===== src/include/dbg_defines.svh =====
`ifndef DBG_DEFINES_SVH
`define DBG_DEFINES_SVH

`define DBG_BYTE_W 8
`define DBG_WORD_W 32
`define DBG_NUM_REGS 8
`define DBG_MEM_AW 6

`define DBG_IF_ID_W 64
`define DBG_ID_EX_W 129
`define DBG_EX_MEM_W 77
`define DBG_MEM_WB_W 71

`define DBG_ACK_BYTE 8'h52
`define DBG_RESET_CYCLES 16
`define DBG_STEP_MODE_BIT 1

`endif


===== src/rtl/dbg_pkg.sv =====
`include "dbg_defines.svh"

package dbg_pkg;

    typedef enum logic [`DBG_BYTE_W-1:0] {
        CMD_DUMP_REGS  = 8'h01,
        CMD_DUMP_IF_ID = 8'h02,
        CMD_DUMP_ID_EX = 8'h03,
        CMD_DUMP_EX_MEM = 8'h04,
        CMD_DUMP_MEM_WB = 8'h05,
        CMD_DUMP_MEM   = 8'h06,
        CMD_LOAD       = 8'h07,
        CMD_CONT_MODE  = 8'h08,
        CMD_STEP_MODE  = 8'h09,
        CMD_STEP       = 8'h0A,
        CMD_MEM_ADDR   = 8'h0B
    } cmd_t;

    // Same order as dump commands 01 to 06
    typedef enum logic [2:0] {
        SRC_REGS,
        SRC_IF_ID,
        SRC_ID_EX,
        SRC_EX_MEM,
        SRC_MEM_WB,
        SRC_MEM
    } dump_src_t;

    localparam int REGS_BYTES   = (`DBG_NUM_REGS * `DBG_WORD_W + 7) / 8;
    localparam int IF_ID_BYTES  = (`DBG_IF_ID_W + 7) / 8;
    localparam int ID_EX_BYTES  = (`DBG_ID_EX_W + 7) / 8;
    localparam int EX_MEM_BYTES = (`DBG_EX_MEM_W + 7) / 8;
    localparam int MEM_WB_BYTES = (`DBG_MEM_WB_W + 7) / 8;
    localparam int MEM_BYTES    = (`DBG_WORD_W + 7) / 8;

endpackage


===== src/rtl/dbg_ifs.sv =====
`timescale 1ns/1ns
`include "dbg_defines.svh"

interface dbg_cmd_if;
    import dbg_pkg::*;

    logic                   cmd_valid;
    cmd_t                   cmd;
    logic [`DBG_BYTE_W-1:0] arg;    // Count for 07, address for 0B
    logic                   data_valid;
    logic [`DBG_BYTE_W-1:0] data;   // Program bytes during a load
    logic                   dump_done;
    logic                   ctrl_done;

    modport decoder (output cmd_valid, cmd, arg, data_valid, data, input dump_done, ctrl_done);
    modport dumper  (input cmd_valid, cmd, arg, output dump_done);
    modport control (input cmd_valid, cmd, arg, data_valid, data, output ctrl_done);
endinterface

interface dbg_tx_if;
    logic                   req;
    logic [`DBG_BYTE_W-1:0] byte_data;
    logic                   last;       // Append 'R' after this byte
    logic                   ack_only;   // Send only 'R'
    logic                   done;

    modport client (output req, byte_data, last, ack_only, input done);
    modport framer (input req, byte_data, last, ack_only, output done);
endinterface


===== src/rtl/cmd_decoder.sv =====
`timescale 1ns/1ns
`include "dbg_defines.svh"

module cmd_decoder (
    input  logic                   i_clk,
    input  logic                   i_reset,
    input  logic                   i_rx_valid,
    input  logic [`DBG_BYTE_W-1:0] i_rx_data,
    dbg_cmd_if.decoder             cmd
);
    import dbg_pkg::*;

    typedef enum logic [1:0] {ST_IDLE, ST_ARG, ST_BUSY} state_t;

    state_t state;
    logic   loading;    // Forward bytes as program data
    logic   known;
    logic   needs_arg;
    logic   cmd_open;   // Issued command still waiting for its done

    assign known     = (i_rx_data >= CMD_DUMP_REGS) && (i_rx_data <= CMD_MEM_ADDR);
    assign needs_arg = (i_rx_data == CMD_LOAD) || (i_rx_data == CMD_MEM_ADDR);

    always_ff @(posedge i_clk or posedge i_reset) begin
        if (i_reset) begin
            state          <= ST_IDLE;
            loading        <= 1'b0;
            cmd.cmd_valid  <= 1'b0;
            cmd.data_valid <= 1'b0;
        end else begin
            cmd.cmd_valid  <= 1'b0;
            cmd.data_valid <= 1'b0;
            case (state)
                ST_IDLE: begin
                    if (i_rx_valid && known) begin
                        if (needs_arg) begin
                            state <= ST_ARG;
                        end else begin
                            cmd.cmd_valid <= 1'b1;
                            state         <= ST_BUSY;
                        end
                    end
                end
                ST_ARG: begin
                    if (i_rx_valid) begin
                        cmd.cmd_valid <= 1'b1;
                        loading       <= (cmd.cmd == CMD_LOAD);
                        state         <= ST_BUSY;
                    end
                end
                default: begin
                    if (cmd.dump_done || cmd.ctrl_done) begin
                        loading <= 1'b0;
                        state   <= ST_IDLE;
                    end else if (i_rx_valid && loading) begin
                        cmd.data_valid <= 1'b1;
                    end
                end
            endcase
        end
    end

    always_ff @(posedge i_clk) begin
        if (i_rx_valid) begin
            cmd.data <= i_rx_data;
            if (state == ST_IDLE) cmd.cmd <= cmd_t'(i_rx_data);
            if (state == ST_ARG) cmd.arg <= i_rx_data;
        end
    end

    always_ff @(posedge i_clk or posedge i_reset) begin
        if (i_reset) begin
            cmd_open <= 1'b0;
        end else if (cmd.cmd_valid) begin
            cmd_open <= 1'b1;
        end else if (cmd.dump_done || cmd.ctrl_done) begin
            cmd_open <= 1'b0;
        end
    end

    // A command is only issued once the previous one has reported done
    assert property (@(posedge i_clk) disable iff (i_reset)
        cmd.cmd_valid |-> !cmd_open);

endmodule


===== src/rtl/state_dumper.sv =====
`timescale 1ns/1ns
`include "dbg_defines.svh"

module state_dumper (
    input  logic                                 i_clk,
    input  logic                                 i_reset,
    input  logic [`DBG_NUM_REGS*`DBG_WORD_W-1:0] i_regs,
    input  logic [`DBG_IF_ID_W-1:0]              i_if_id,
    input  logic [`DBG_ID_EX_W-1:0]              i_id_ex,
    input  logic [`DBG_EX_MEM_W-1:0]             i_ex_mem,
    input  logic [`DBG_MEM_WB_W-1:0]             i_mem_wb,
    input  logic [`DBG_WORD_W-1:0]               i_mem_data,
    output logic [`DBG_MEM_AW-1:0]               o_mem_addr,
    output logic                                 o_mem_rd,
    dbg_cmd_if.dumper                            cmd,
    dbg_tx_if.client                             tx
);
    import dbg_pkg::*;

    localparam int CNT_W = $clog2(REGS_BYTES + 1);

    typedef enum logic [1:0] {ST_IDLE, ST_READ, ST_SEND, ST_GAP} state_t;

    state_t                         state;
    dump_src_t                      src;
    logic [CNT_W-1:0]               idx;      // Byte being sent
    logic [CNT_W-1:0]               count;
    logic [`DBG_BYTE_W-1:0]         cur_byte;
    logic                           is_dump;
    logic                           is_mem;
    logic [ID_EX_BYTES*8-1:0]       id_ex_p;
    logic [EX_MEM_BYTES*8-1:0]      ex_mem_p;
    logic [MEM_WB_BYTES*8-1:0]      mem_wb_p;

    // Zero padding up to whole bytes
    assign id_ex_p  = (ID_EX_BYTES * 8)'(i_id_ex);
    assign ex_mem_p = (EX_MEM_BYTES * 8)'(i_ex_mem);
    assign mem_wb_p = (MEM_WB_BYTES * 8)'(i_mem_wb);

    assign is_mem  = (cmd.cmd == CMD_DUMP_MEM) || (cmd.cmd == CMD_MEM_ADDR);
    assign is_dump = cmd.cmd_valid && ((cmd.cmd <= CMD_DUMP_MEM) || is_mem);

    always_comb begin
        case (src)
            SRC_REGS: begin
                cur_byte = i_regs[idx*8 +: 8];
                count    = CNT_W'(REGS_BYTES);
            end
            SRC_IF_ID: begin
                cur_byte = i_if_id[idx*8 +: 8];
                count    = CNT_W'(IF_ID_BYTES);
            end
            SRC_ID_EX: begin
                cur_byte = id_ex_p[idx*8 +: 8];
                count    = CNT_W'(ID_EX_BYTES);
            end
            SRC_EX_MEM: begin
                cur_byte = ex_mem_p[idx*8 +: 8];
                count    = CNT_W'(EX_MEM_BYTES);
            end
            SRC_MEM_WB: begin
                cur_byte = mem_wb_p[idx*8 +: 8];
                count    = CNT_W'(MEM_WB_BYTES);
            end
            default: begin
                cur_byte = i_mem_data[idx*8 +: 8];
                count    = CNT_W'(MEM_BYTES);
            end
        endcase
    end

    always_ff @(posedge i_clk or posedge i_reset) begin
        if (i_reset) begin
            state         <= ST_IDLE;
            src           <= SRC_REGS;
            idx           <= '0;
            o_mem_addr    <= '0;
            o_mem_rd      <= 1'b0;
            cmd.dump_done <= 1'b0;
        end else begin
            o_mem_rd      <= 1'b0;
            cmd.dump_done <= 1'b0;
            case (state)
                ST_IDLE: begin
                    if (is_dump) begin
                        idx <= '0;
                        src <= is_mem ? SRC_MEM : dump_src_t'(3'(cmd.cmd - 8'd1));
                        if (cmd.cmd == CMD_MEM_ADDR) o_mem_addr <= cmd.arg[`DBG_MEM_AW-1:0];
                        o_mem_rd <= is_mem;
                        state    <= is_mem ? ST_READ : ST_SEND;
                    end
                end
                ST_READ: state <= ST_SEND;    // Word valid from the next cycle
                ST_SEND: begin
                    if (tx.done) begin
                        if (tx.last) begin
                            cmd.dump_done <= 1'b1;
                            state         <= ST_IDLE;
                        end else begin
                            idx   <= idx + 1'b1;
                            state <= ST_GAP;
                        end
                    end
                end
                default: state <= ST_SEND;
            endcase
        end
    end

    assign tx.req       = (state == ST_SEND);
    assign tx.byte_data = cur_byte;
    assign tx.last      = (idx == count - 1'b1);
    assign tx.ack_only  = 1'b0;

    assert property (@(posedge i_clk) disable iff (i_reset)
        state != ST_IDLE |-> idx < count);

endmodule


===== src/rtl/core_control.sv =====
`timescale 1ns/1ns
`include "dbg_defines.svh"

module core_control (
    input  logic                   i_clk,
    input  logic                   i_reset,
    output logic                   o_imem_we,
    output logic [`DBG_MEM_AW-1:0] o_imem_addr,
    output logic [`DBG_WORD_W-1:0] o_imem_data,
    output logic                   o_prog_reset,
    output logic                   o_mode,
    output logic                   o_step,
    dbg_cmd_if.control             cmd,
    dbg_tx_if.client               tx
);
    import dbg_pkg::*;

    localparam logic STEP_MODE = 1'(`DBG_STEP_MODE_BIT);
    localparam int   RST_W     = $clog2(`DBG_RESET_CYCLES);

    typedef enum logic [1:0] {ST_IDLE, ST_LOAD, ST_RESET, ST_ACK} state_t;

    state_t                 state;
    logic [1:0]             lane;       // Byte position inside the word
    logic [`DBG_BYTE_W-1:0] words_left;
    logic [RST_W-1:0]       rst_cnt;

    always_ff @(posedge i_clk or posedge i_reset) begin
        if (i_reset) begin
            state         <= ST_IDLE;
            lane          <= '0;
            words_left    <= '0;
            rst_cnt       <= '0;
            o_imem_we     <= 1'b0;
            o_imem_addr   <= '0;
            o_prog_reset  <= 1'b0;
            o_mode        <= ~STEP_MODE;
            o_step        <= 1'b0;
            cmd.ctrl_done <= 1'b0;
        end else begin
            o_imem_we     <= 1'b0;
            o_step        <= 1'b0;
            cmd.ctrl_done <= 1'b0;
            if (o_imem_we) begin
                o_imem_addr <= o_imem_addr + 1'b1;
                words_left  <= words_left - 1'b1;
            end
            case (state)
                ST_IDLE: begin
                    if (cmd.cmd_valid) begin
                        case (cmd.cmd)
                            CMD_CONT_MODE: begin
                                o_mode        <= ~STEP_MODE;
                                cmd.ctrl_done <= 1'b1;
                            end
                            CMD_STEP_MODE: begin
                                o_mode        <= STEP_MODE;
                                cmd.ctrl_done <= 1'b1;
                            end
                            CMD_STEP: begin
                                o_step        <= 1'b1;
                                cmd.ctrl_done <= 1'b1;
                            end
                            CMD_LOAD: begin
                                words_left  <= cmd.arg;
                                lane        <= '0;
                                o_imem_addr <= '0;
                                rst_cnt     <= '0;
                                // Empty program goes straight to the core reset
                                o_prog_reset <= (cmd.arg == '0);
                                state        <= (cmd.arg == '0) ? ST_RESET : ST_LOAD;
                            end
                            default: state <= ST_IDLE;
                        endcase
                    end
                end
                ST_LOAD: begin
                    if (cmd.data_valid) begin
                        lane <= lane + 1'b1;
                        if (lane == 2'd3) o_imem_we <= 1'b1;
                    end
                    if (o_imem_we && words_left == 8'd1) begin
                        o_prog_reset <= 1'b1;
                        state        <= ST_RESET;
                    end
                end
                ST_RESET: begin
                    if (rst_cnt == RST_W'(`DBG_RESET_CYCLES - 1)) begin
                        o_prog_reset <= 1'b0;
                        state        <= ST_ACK;
                    end else begin
                        rst_cnt <= rst_cnt + 1'b1;
                    end
                end
                default: begin
                    if (tx.done) begin
                        cmd.ctrl_done <= 1'b1;
                        state         <= ST_IDLE;
                    end
                end
            endcase
        end
    end

    // Little-endian packing, the first byte ends up in bits 7:0
    always_ff @(posedge i_clk) begin
        if (cmd.data_valid) o_imem_data <= {cmd.data, o_imem_data[`DBG_WORD_W-1:`DBG_BYTE_W]};
    end

    assign tx.req       = (state == ST_ACK);
    assign tx.byte_data = `DBG_ACK_BYTE;
    assign tx.last      = 1'b0;
    assign tx.ack_only  = 1'b1;

    assert property (@(posedge i_clk) disable iff (i_reset)
        o_prog_reset |-> !o_imem_we);

endmodule


===== src/rtl/tx_framer.sv =====
`timescale 1ns/1ns
`include "dbg_defines.svh"

module tx_framer (
    input  logic                   i_clk,
    input  logic                   i_reset,
    output logic                   o_tx_start,
    output logic [`DBG_BYTE_W-1:0] o_tx_data,
    input  logic                   i_tx_busy,
    dbg_tx_if.framer               dump_tx,
    dbg_tx_if.framer               ctrl_tx
);
    typedef enum logic [1:0] {ST_IDLE, ST_RISE, ST_FALL, ST_GAP} state_t;

    state_t                 state;
    logic                   grant_ctrl;
    logic                   ack_phase;  // Byte on the link is the 'R'
    logic                   use_ctrl;
    logic [`DBG_BYTE_W-1:0] sel_byte;
    logic                   sel_last;
    logic                   sel_ack_only;

    // Dumper wins when both ask
    assign use_ctrl     = (state == ST_IDLE) ? !dump_tx.req : grant_ctrl;
    assign sel_byte     = use_ctrl ? ctrl_tx.byte_data : dump_tx.byte_data;
    assign sel_last     = use_ctrl ? ctrl_tx.last : dump_tx.last;
    assign sel_ack_only = use_ctrl ? ctrl_tx.ack_only : dump_tx.ack_only;

    always_ff @(posedge i_clk or posedge i_reset) begin
        if (i_reset) begin
            state        <= ST_IDLE;
            grant_ctrl   <= 1'b0;
            ack_phase    <= 1'b0;
            o_tx_start   <= 1'b0;
            o_tx_data    <= '0;
            dump_tx.done <= 1'b0;
            ctrl_tx.done <= 1'b0;
        end else begin
            o_tx_start   <= 1'b0;
            dump_tx.done <= 1'b0;
            ctrl_tx.done <= 1'b0;
            case (state)
                ST_IDLE: begin
                    if (dump_tx.req || ctrl_tx.req) begin
                        grant_ctrl <= use_ctrl;
                        ack_phase  <= sel_ack_only;
                        o_tx_data  <= sel_ack_only ? `DBG_ACK_BYTE : sel_byte;
                        o_tx_start <= 1'b1;
                        state      <= ST_RISE;
                    end
                end
                ST_RISE: begin
                    if (i_tx_busy) state <= ST_FALL;
                end
                ST_FALL: begin
                    if (!i_tx_busy) begin
                        if (sel_last && !ack_phase) begin
                            ack_phase  <= 1'b1;
                            o_tx_data  <= `DBG_ACK_BYTE;
                            o_tx_start <= 1'b1;
                            state      <= ST_RISE;
                        end else begin
                            dump_tx.done <= !grant_ctrl;
                            ctrl_tx.done <= grant_ctrl;
                            state        <= ST_GAP;
                        end
                    end
                end
                default: state <= ST_IDLE;    // Client drops req here
            endcase
        end
    end

    assert property (@(posedge i_clk) disable iff (i_reset)
        $rose(o_tx_start) |-> !i_tx_busy);

endmodule


===== src/rtl/debug_unit.sv =====
`timescale 1ns/1ns
`include "dbg_defines.svh"

module debug_unit (
    input  logic                                 i_clk,
    input  logic                                 i_reset,
    input  logic                                 i_rx_valid,
    input  logic [`DBG_BYTE_W-1:0]               i_rx_data,
    output logic                                 o_tx_start,
    output logic [`DBG_BYTE_W-1:0]               o_tx_data,
    input  logic                                 i_tx_busy,
    input  logic [`DBG_NUM_REGS*`DBG_WORD_W-1:0] i_regs,
    input  logic [`DBG_IF_ID_W-1:0]              i_if_id,
    input  logic [`DBG_ID_EX_W-1:0]              i_id_ex,
    input  logic [`DBG_EX_MEM_W-1:0]             i_ex_mem,
    input  logic [`DBG_MEM_WB_W-1:0]             i_mem_wb,
    input  logic [`DBG_WORD_W-1:0]               i_mem_data,
    output logic [`DBG_MEM_AW-1:0]               o_mem_addr,
    output logic                                 o_mem_rd,
    output logic                                 o_imem_we,
    output logic [`DBG_MEM_AW-1:0]               o_imem_addr,
    output logic [`DBG_WORD_W-1:0]               o_imem_data,
    output logic                                 o_prog_reset,
    output logic                                 o_mode,
    output logic                                 o_step
);
    dbg_cmd_if cmd_bus ();
    dbg_tx_if  dump_tx ();
    dbg_tx_if  ctrl_tx ();

    cmd_decoder u_decoder (
        .i_clk      (i_clk),
        .i_reset    (i_reset),
        .i_rx_valid (i_rx_valid),
        .i_rx_data  (i_rx_data),
        .cmd        (cmd_bus)
    );

    state_dumper u_dumper (
        .i_clk      (i_clk),
        .i_reset    (i_reset),
        .i_regs     (i_regs),
        .i_if_id    (i_if_id),
        .i_id_ex    (i_id_ex),
        .i_ex_mem   (i_ex_mem),
        .i_mem_wb   (i_mem_wb),
        .i_mem_data (i_mem_data),
        .o_mem_addr (o_mem_addr),
        .o_mem_rd   (o_mem_rd),
        .cmd        (cmd_bus),
        .tx         (dump_tx)
    );

    core_control u_control (
        .i_clk        (i_clk),
        .i_reset      (i_reset),
        .o_imem_we    (o_imem_we),
        .o_imem_addr  (o_imem_addr),
        .o_imem_data  (o_imem_data),
        .o_prog_reset (o_prog_reset),
        .o_mode       (o_mode),
        .o_step       (o_step),
        .cmd          (cmd_bus),
        .tx           (ctrl_tx)
    );

    tx_framer u_framer (
        .i_clk      (i_clk),
        .i_reset    (i_reset),
        .o_tx_start (o_tx_start),
        .o_tx_data  (o_tx_data),
        .i_tx_busy  (i_tx_busy),
        .dump_tx    (dump_tx),
        .ctrl_tx    (ctrl_tx)
    );

endmodule


===== config.mk =====
export PLATFORM = sky130hd
export DESIGN_NAME = debug_unit
export DESIGN_NICKNAME = d
export VERILOG_FILES = /design/src/rtl/dbg_pkg.sv /design/src/rtl/dbg_ifs.sv /design/src/rtl/cmd_decoder.sv /design/src/rtl/state_dumper.sv /design/src/rtl/core_control.sv /design/src/rtl/tx_framer.sv /design/src/rtl/debug_unit.sv
export VERILOG_INCLUDE_DIRS = /design/src /design/src/include
export SDC_FILE = /design/constraint.sdc
export NUM_CORES = 1
export LEC_CHECK = 0
export BUFFER_PORTS_ARGS = -buffer_cell sky130_fd_sc_hd__buf_2
export CAP_MARGIN = 20
export CORE_AREA = 2 2 275 277
export CTS_CLUSTER_DIAMETER = 200
export DETAILED_ROUTE_END_ITERATION = 16
export DIE_AREA = 0 0 277 279
export GPL_TIMING_DRIVEN = 1
export PLACE_DENSITY = 0.39
export SETUP_SLACK_MARGIN = 0.2
export SYNTH_ARGS = -nofsm -noshare
export SYNTH_HDL_FRONTEND = slang
export SYNTH_HIERARCHICAL = 1
export SYNTH_SLANG_ARGS = --single-unit

===== constraint.sdc =====
create_clock -name i_clk -period 4.5 [get_ports i_clk]
set_input_delay 1.35 -clock i_clk [delete_from_list [all_inputs] [get_ports i_clk]]
set_output_delay 1.35 -clock i_clk [all_outputs]
set_load 0.01 [all_outputs]

==> results of run 1 <==
-- worst max-delay path, cell delays in order (launching register included) --
cell	delay, ns
dfrtp_4	0.74
buf_4	0.41
mux2_2	0.41
a221oi_1	0.59
o21ai_0	0.21
a221oi_1	0.39
a311o_1	0.25
a311oi_1	0.11
and4b_1	0.20
a211o_1	0.22
-- worst max path at each step --
stage                                              to  slack [ns]  cells past startpoint                        start
floorplan              u_framer/ack_phase$_DFFE_PP0P_        1.40                     16  u_dumper/src[0]$_DFFE_PP0P_
global placement    u_framer/o_tx_data[0]$_DFFE_PP0P_        0.58                      9                  i_ex_mem[0]
detailed placement  u_framer/o_tx_data[0]$_DFFE_PP0P_        0.59                      9                  i_ex_mem[0]
CTS                 u_framer/o_tx_data[0]$_DFFE_PP0P_        0.75                      9  u_dumper/src[1]$_DFFE_PP0P_
global route        u_framer/o_tx_data[0]$_DFFE_PP0P_        0.64                      9  u_dumper/src[1]$_DFFE_PP0P_
finish              u_framer/o_tx_data[0]$_DFFE_PP0P_        0.80                      9  u_dumper/src[1]$_DFFE_PP0P_
-- final cells by class --
| class | count | area, µm² | share of cell area, % |
|---|---|---|---|
| clock inverter | 15 | 171 | 1.03 |
| clock buffer | 17 | 425 | 2.55 |
| tap | 969 | 1210 | 7.28 |
| inverter | 40 | 150 | 0.901 |
| timing repair buffer | 751 | 3910 | 23.5 |
| sequential | 122 | 3350 | 20.1 |
| multi-input combinational | 948 | 7390 | 44.4 |
| antenna | 17 | 42.5 | 0.255 |
-- synth_stat cells, drive strengths merged, types with 7 or more instances --
cell     instances
dfrtp           66
nor2            75
a31oi           23
clkbuf          27
and4b            9
mux4            51
or4              7
o221ai          15
o211ai          13
and2             7
o22ai           14
a211o           11
a221oi          36
xor2             7
nand2           77
o21ai           73
nor2b           19
or2              9
buf             93
nand2b          19
a22oi           41
ha              14
a21oi           82
mux2            48
nor3            17
o31ai           12
mux2i           67
o2bb2ai         10
xnor2            8
a211oi          13
edfxtp          56
nand4           11
nand3           31
or3              7
nor4            13
inv             38
-- cell families after synthesis --
kind of cell	Yosys count	synth area share, %
muxes	166	20.4
DFF	122	28.9
buffers and inverters	160	7.52
xor gates and xnor gates	15	1.14
and+or+nand+nor	337	16.0
AOI/OAI and AO/OA	405	24.5
other	3	0.0975
adders and majority gates	14	1.52
-- report_power, final --
part	internal (mW)	switching, mW
clock network	0.750	0.620
registers	1.25	0.198
logic	1.02	1.39
-- registers in the layout, indices dropped and copies added, names as in the netlist, 2 cells and up --
| signal | cells |
|---|---|
| u_control/words_left | 8 |
| u_framer/state | 2 |
| u_control/o_imem_addr | 6 |
| u_control/lane | 2 |
| u_control/state | 2 |
| u_decoder/cmd.cmd | 8 |
| u_control/o_imem_data | 32 |
| u_control/rst_cnt | 4 |
| u_dumper/o_mem_addr | 6 |
| u_decoder/state | 2 |
| u_dumper/state | 2 |
| u_dumper/idx | 6 |
| u_framer/o_tx_data | 8 |
| u_decoder/cmd.data | 8 |
| u_dumper/src | 3 |
| u_decoder/cmd.arg | 8 |
-- metal layers --
metal,global-route usage (%),part of all wire [%],vias to the layer above
li1,-,-,6127
met1,26.1,41,6821
met2,35.6,48,813
met3,6.22,9.9,92
met4,2.87,1.1,30
met5,0,0.23,-
-- stage by stage --
stage | total power [mW] | setup WS (ns) | instance area, µm²
global placement | 3.86 | 0.584 | 16000
floorplan | 2.76 | 1.40 | 11600
CTS | 5.27 | 0.752 | 16600
finish | 5.22 | 0.798 | 16700
detailed placement | 3.87 | 0.593 | 16000
global route | 5.48 | 0.640 | 16600
==> metrics.csv, run 1 <==
stage,metric,value,unit
sta,hold_violations,0,
sta,tns,0,ns
routing,vias,13883,
global_routing,track_usage,20.8,%
clock_tree,cts_tree,built,
layout,fillers,8284,
clock_tree,ctsHoldBuffers,0,
routing,routed_via_density,4.82,
status,outcome,finished clean,
floorplanning,rows,100,
clock_tree,cts_resized,0,
sta,clock_skew,0.00795,ns
sta,worst_pin_slew,1.04,ns
critical_path,cp_data_required_time,4.81,ns
floorplanning,die_h,279,µm
sta,drv_slew,0,
layout,layout_commonest_cell,buf_2,
floorplanning,core-area,74100,µm²
floorplanning,dieArea,77300,µm²
flow_run,maxCapViolCount,0,
placement,io_buffers,698,
yosys,synth_top_area_share,14.6,%
yosys,synth_top_area_cell,edfxtp_1,
yosys,yosys_warnings,6,
layout,drive_above_1_share,48.3,%
layout,final_cell_mix,"buf_2, a21oi_1, nand2_1",
layout,syn_to_final_growth,44.3,%
clock_tree,worstSkewPairLatency,0.43,ns
placement,dpl.hpwl,70.5,mm
routing,drc,0,
floorplanning,start_util,15.6,%
sta,fin_crit,3.70,ns
floorplanning,die_x,277,µm
hold_path,min_path_cells,0,
sta,relSlewSlack,30.0,%
sta,rsz0062_at_grt,no,
critical_path,startpoint_type,flip-flop,
yosys,netlist_instances,1222,
clock_tree,cts.path.max_buffers,2,
global_routing,antenna_found_initial,47,
global_routing,grt_overflow,0,
routing,antenna_left,0,
clock_tree,cts_num_sinks,122,
routing,drt_iter0_markers,1368,
yosys,synth_area_leaders,"edfxtp_1, dfrtp_1, mux4_2",
routing,routedWlPerCell,28.8,µm
clock_tree,post_cts_buffers,0,
yosys,synth_edf_count,56,
layout,finalCoreUtilization,22.5,%
sta,max_freq,270,MHz
sta,setup_viol,0,
yosys,synth_ff_type,dfrtp_1,
placement,dp_cells,2830,
pwr,power_leakage,7.16,nW
critical_path,reg2reg_depth,9,
pwr,powerDensity,314,nW/µm²
yosys,synth_area_per_cell,9.45,µm²
critical_path,timing.rr.end,u_framer/o_tx_data[0]$_DFFE_PP0P_,
yosys,yosysUniqueCellTypes,97,
hold_path,hold_path.class,flip-flop to flip-flop,
floorplanning,io_pins,699,
yosys,synth_seq_cells,122,
sta,period_share,82.3,%
hold_path,hold_end,u_control/o_imem_data[25]$_DFFE_PP_,
global_routing,grt_max_degree,50,
layout,stdcell_count,2879,
sta,holdWs,0.419,ns
critical_path,endpoint_kind,flip-flop,
clock_tree,root_buffer,clkbuf_16,
pwr,ir_worst_vdd,0.000209,V
placement,gp_congestion,0.973,
yosys,ys_seq_area_share,28.9,%
layout,final_nets,2535,
critical_path,path_max_fanout,32,
clock_tree,htreeDepth,4,
critical_path,worst-r2r-setup-slack,0.80,ns
critical_path,critPathArrivalTime,4.01,ns
routing,dr.pass1.iters,5,
global_routing,grt_pass1_wl,114,mm
critical_path,worstSetupPathType,flip-flop to flip-flop,
critical_path,rr_startpoint,u_dumper/src[1]$_DFFE_PP0P_,
global_routing,grt_pass1_vias,14328,
hold_path,hold_start,u_decoder/cmd.data[1]$_DFFE_PP_,
yosys,synthArstFlopShare,54.1,%
clock_tree,clk_pin_slew,0.07,ns
yosys,netlist_area,11500,µm²
routing,wirelength,82.8,mm
clock_tree,cts_buffers,17,
Note: power is estimated with default switching activity, not from simulation.
==> run 2: changes to the inputs <==
--- a/config.mk
+++ b/config.mk
@@ -8,12 +8,12 @@
 export LEC_CHECK = 0
 export BUFFER_PORTS_ARGS = -buffer_cell sky130_fd_sc_hd__buf_2
 export CAP_MARGIN = 20
-export CORE_AREA = 2 2 275 277
+export CORE_AREA = 2 2 273 275
 export CTS_CLUSTER_DIAMETER = 200
 export DETAILED_ROUTE_END_ITERATION = 16
-export DIE_AREA = 0 0 277 279
+export DIE_AREA = 0 0 275 277
 export GPL_TIMING_DRIVEN = 1
-export PLACE_DENSITY = 0.39
+export PLACE_DENSITY = 0.41
 export SETUP_SLACK_MARGIN = 0.2
 export SYNTH_ARGS = -nofsm -noshare
 export SYNTH_HDL_FRONTEND = slang
==> constraint.sdc (replaced) <==
create_clock -name i_clk -period 3.23 [get_ports i_clk]
set_input_delay 0.969 -clock i_clk [delete_from_list [all_inputs] [get_ports i_clk]]
set_output_delay 0.969 -clock i_clk [all_outputs]
set_load 0.01 [all_outputs]
==> run 2 against run 1 <==
Effect of this change:
- critical path depth increased by 1
- non-clock buffer count grew 91
- sequential share of layout area down 1.4 points
- global-route usage is 0.067 points lower
- clock skew up 0.0023 ns
- count of clock-buffer cells in the layout unchanged
- register-to-register slack got worse by 0.61 ns
- clock power up 39%
- core utilization rose by 1.8 points
- sequential power up 31%
- design area increased by 7.4%
- die area down 1.4%
- critical path type unchanged
==> metrics.csv, run 2 (synthesis results as in run 1) <==
stage,metric,value,unit,change
status,outcome,finished clean,,
layout,syn_to_final_growth,54.9,%,
sta,setup_viol,0,,unchanged
critical_path,startpoint_type,flip-flop,,
critical_path,worst-r2r-setup-slack,0.19,ns,-0.61 ns
routing,drt_iter0_markers,1214,,-11%
layout,drive_above_1_share,52.4,%,+4.1 points
sta,fin_crit,3.04,ns,-0.659 ns
routing,wirelength,84.1,mm,+1.5%
sta,holdWs,0.420,ns,+0.000301 ns
routing,antenna_left,0,,unchanged
floorplanning,rows,100,,unchanged
sta,clock_skew,0.0102,ns,+0.00227 ns
critical_path,cp_slowest_cell,dfrtp_4,,
pwr,ir_worst_vdd,0.000360,V,+72%
critical_path,cp_slowest_stage_delay,0.57,ns,-0.17 ns
layout,final_nets,2626,,+3.6%
critical_path,path_max_fanout,12,,-63%
clock_tree,root_buffer,clkbuf_16,,
placement,gp_congestion,0.935,,-3.9%
critical_path,critPathArrivalTime,3.35,ns,-0.66 ns
clock_tree,worstSkewPairLatency,0.42,ns,about the same
critical_path,rr_startpoint,u_dumper/src[1]$_DFFE_PP0P_,,
critical_path,reg2reg_depth,10,,+1
clock_tree,clk_pin_slew,0.07,ns,about the same
global_routing,grt_pass1_vias,14466,,+0.96%
sta,max_freq,329,MHz,+22%
floorplanning,dieArea,76200,µm²,-1.4%
pwr,power,7.72,mW,+48%
clock_tree,htreeDepth,4,,unchanged
sta,period_share,94.2,%,+12 points
floorplanning,io_pins,699,,unchanged
floorplanning,die_x,275,µm,-0.72%
layout,seqCellArea,3360,µm²,about the same
critical_path,endpoint_kind,flip-flop,,
clock_tree,cts.path.max_buffers,2,,unchanged
global_routing,grt_pass1_wl,111,mm,-2.2%
hold_path,hold_path.class,flip-flop to flip-flop,,
placement,io_buffers,698,,unchanged
placement,place_ws,-0.139,ns,-0.732 ns
floorplanning,start_util,15.7,%,+0.11 points
routing,routed_via_density,4.80,,-0.50%
routing,vias,14264,,+2.7%
critical_path,path_cells,buf_4 -> and3b_1 -> buf_12 -> a221o_1 -> a21oi_1 -> nor3_1 -> a31oi_1 -> a41oi_1 -> and4b_1 -> a211o_1,,
clock_tree,ctsHoldBuffers,0,,unchanged
critical_path,critPathTopFamily,compound AO/OA/AOI/OAI gates,,
hold_path,hold_end,u_control/o_imem_data[28]$_DFFE_PP_,,
sta,relSlewSlack,48.3,%,+18 points
critical_path,worstSetupPathType,flip-flop to flip-flop,,
hold_path,hold_start,u_decoder/cmd.data[4]$_DFFE_PP_,,
layout,finalCoreUtilization,24.3,%,+1.8 points
routing,dr.pass1.iters,6,,+1
layout,layout_commonest_cell,buf_2,,
flow_run,maxCapViolCount,0,,unchanged
layout,fillers,8135,,-1.8%
clock_tree,cts_buffers,17,,unchanged
routing,routedWlPerCell,28.3,µm,-1.7%
global_routing,grt_max_degree,39,,-22%
layout,largest_reg_flops,32,,unchanged
sta,rsz0062_at_grt,yes,,
layout,regMostFlops,u_control/o_imem_data,,
pwr,power_leakage,7.77,nW,+8.5%
global_routing,antenna_found_initial,52,,+11%
placement,dpl.hpwl,70.1,mm,-0.59%
routing,drc,0,,unchanged
critical_path,cp_data_required_time,3.53,ns,-1.28 ns
clock_tree,cts_tree,built,,
pwr,powerDensity,431,nW/µm²,+38%
critical_path,cp_num_buf_inv,2,,+1
critical_path,worst-path-stages,10,,+1
critical_path,timing.rr.end,u_framer/o_tx_data[3]$_DFFE_PP0P_,,
layout,final_cell_mix,"buf_2, buf_4, a21oi_1",,
layout,multiInputGateArea,7580,µm²,+2.6%
sta,worst_pin_slew,0.773,ns,-0.270 ns
sta,drv_slew,0,,unchanged
floorplanning,die_h,277,µm,-0.72%
floorplanning,core-area,73600,µm²,-0.68%
hold_path,min_path_cells,0,,unchanged
global_routing,track_usage,20.7,%,-0.067 points
sta,fin_ws,0.187,ns,-0.611 ns
sta,hold_violations,0,,unchanged
global_routing,grt_overflow,0,,unchanged
clock_tree,cts_num_sinks,122,,unchanged
==> run 2: how the worst max path moves through the flow <==
stage                                   endpoint                        start  slack, ns
5_1_grt        u_framer/o_tx_data[0]$_DFFE_PP0P_  u_dumper/src[1]$_DFFE_PP0P_       0.18
3_5_place_dp   u_framer/o_tx_data[0]$_DFFE_PP0P_                  i_ex_mem[0]      -0.14
4_1_cts        u_framer/o_tx_data[0]$_DFFE_PP0P_  u_dumper/src[1]$_DFFE_PP0P_       0.18
3_3_place_gp   u_framer/o_tx_data[0]$_DFFE_PP0P_                  i_ex_mem[0]      -0.18
6_report       u_framer/o_tx_data[3]$_DFFE_PP0P_  u_dumper/src[1]$_DFFE_PP0P_       0.19
2_1_floorplan     u_framer/ack_phase$_DFFE_PP0P_  u_dumper/src[1]$_DFFE_PP0P_       0.23
==> run 2: stage by stage <==
stage,instances,area [µm²],TNS [ns]
floorplan,1230,11600,0
global placement,2886,16600,-0.194
detailed placement,2886,16600,-0.139
CTS,2925,17300,0
global route,2961,17900,0
finish,2973,17900,0
==> run 2: report_power, final <==
group          switching, mW  leakage (nW)  total [mW]  internal (mW)
sequential             0.149          1.39        1.89           1.74
combinational           2.17          6.08        3.92           1.75
clock                  0.861         0.293        1.91           1.04
==> run 2: final cells by class <==
| cell class | count | share of cell area, % |
|---|---|---|
| diodes | 20 | 0.280 |
| flip-flops and latches | 122 | 18.8 |
| clock buffers | 17 | 2.38 |
| clock inverters | 15 | 0.944 |
| multi-input cells | 948 | 42.4 |
| well taps | 969 | 6.78 |
| repair buffers | 842 | 27.6 |
| inverters | 40 | 0.846 |
==> run 2: repair_timing <==
action                                  in CTS  in global routing
pin swaps                                    4                 26
buffers inserted                             6                 25
gates cloned                                 1                  3
endpoints found under the setup margin       8                  9
resized for setup                            9                 61
==> run 2: metal layers <==
layer	vias to the layer above	share of wire, %	wire [µm]	track usage [%]
li1	6311	-	-	-
met1	6989	41	34600	26.6
met2	827	48	40000	35.0
met3	121	9.0	7580	4.81
met4	16	2.1	1760	4.30
met5	-	0.14	117	0
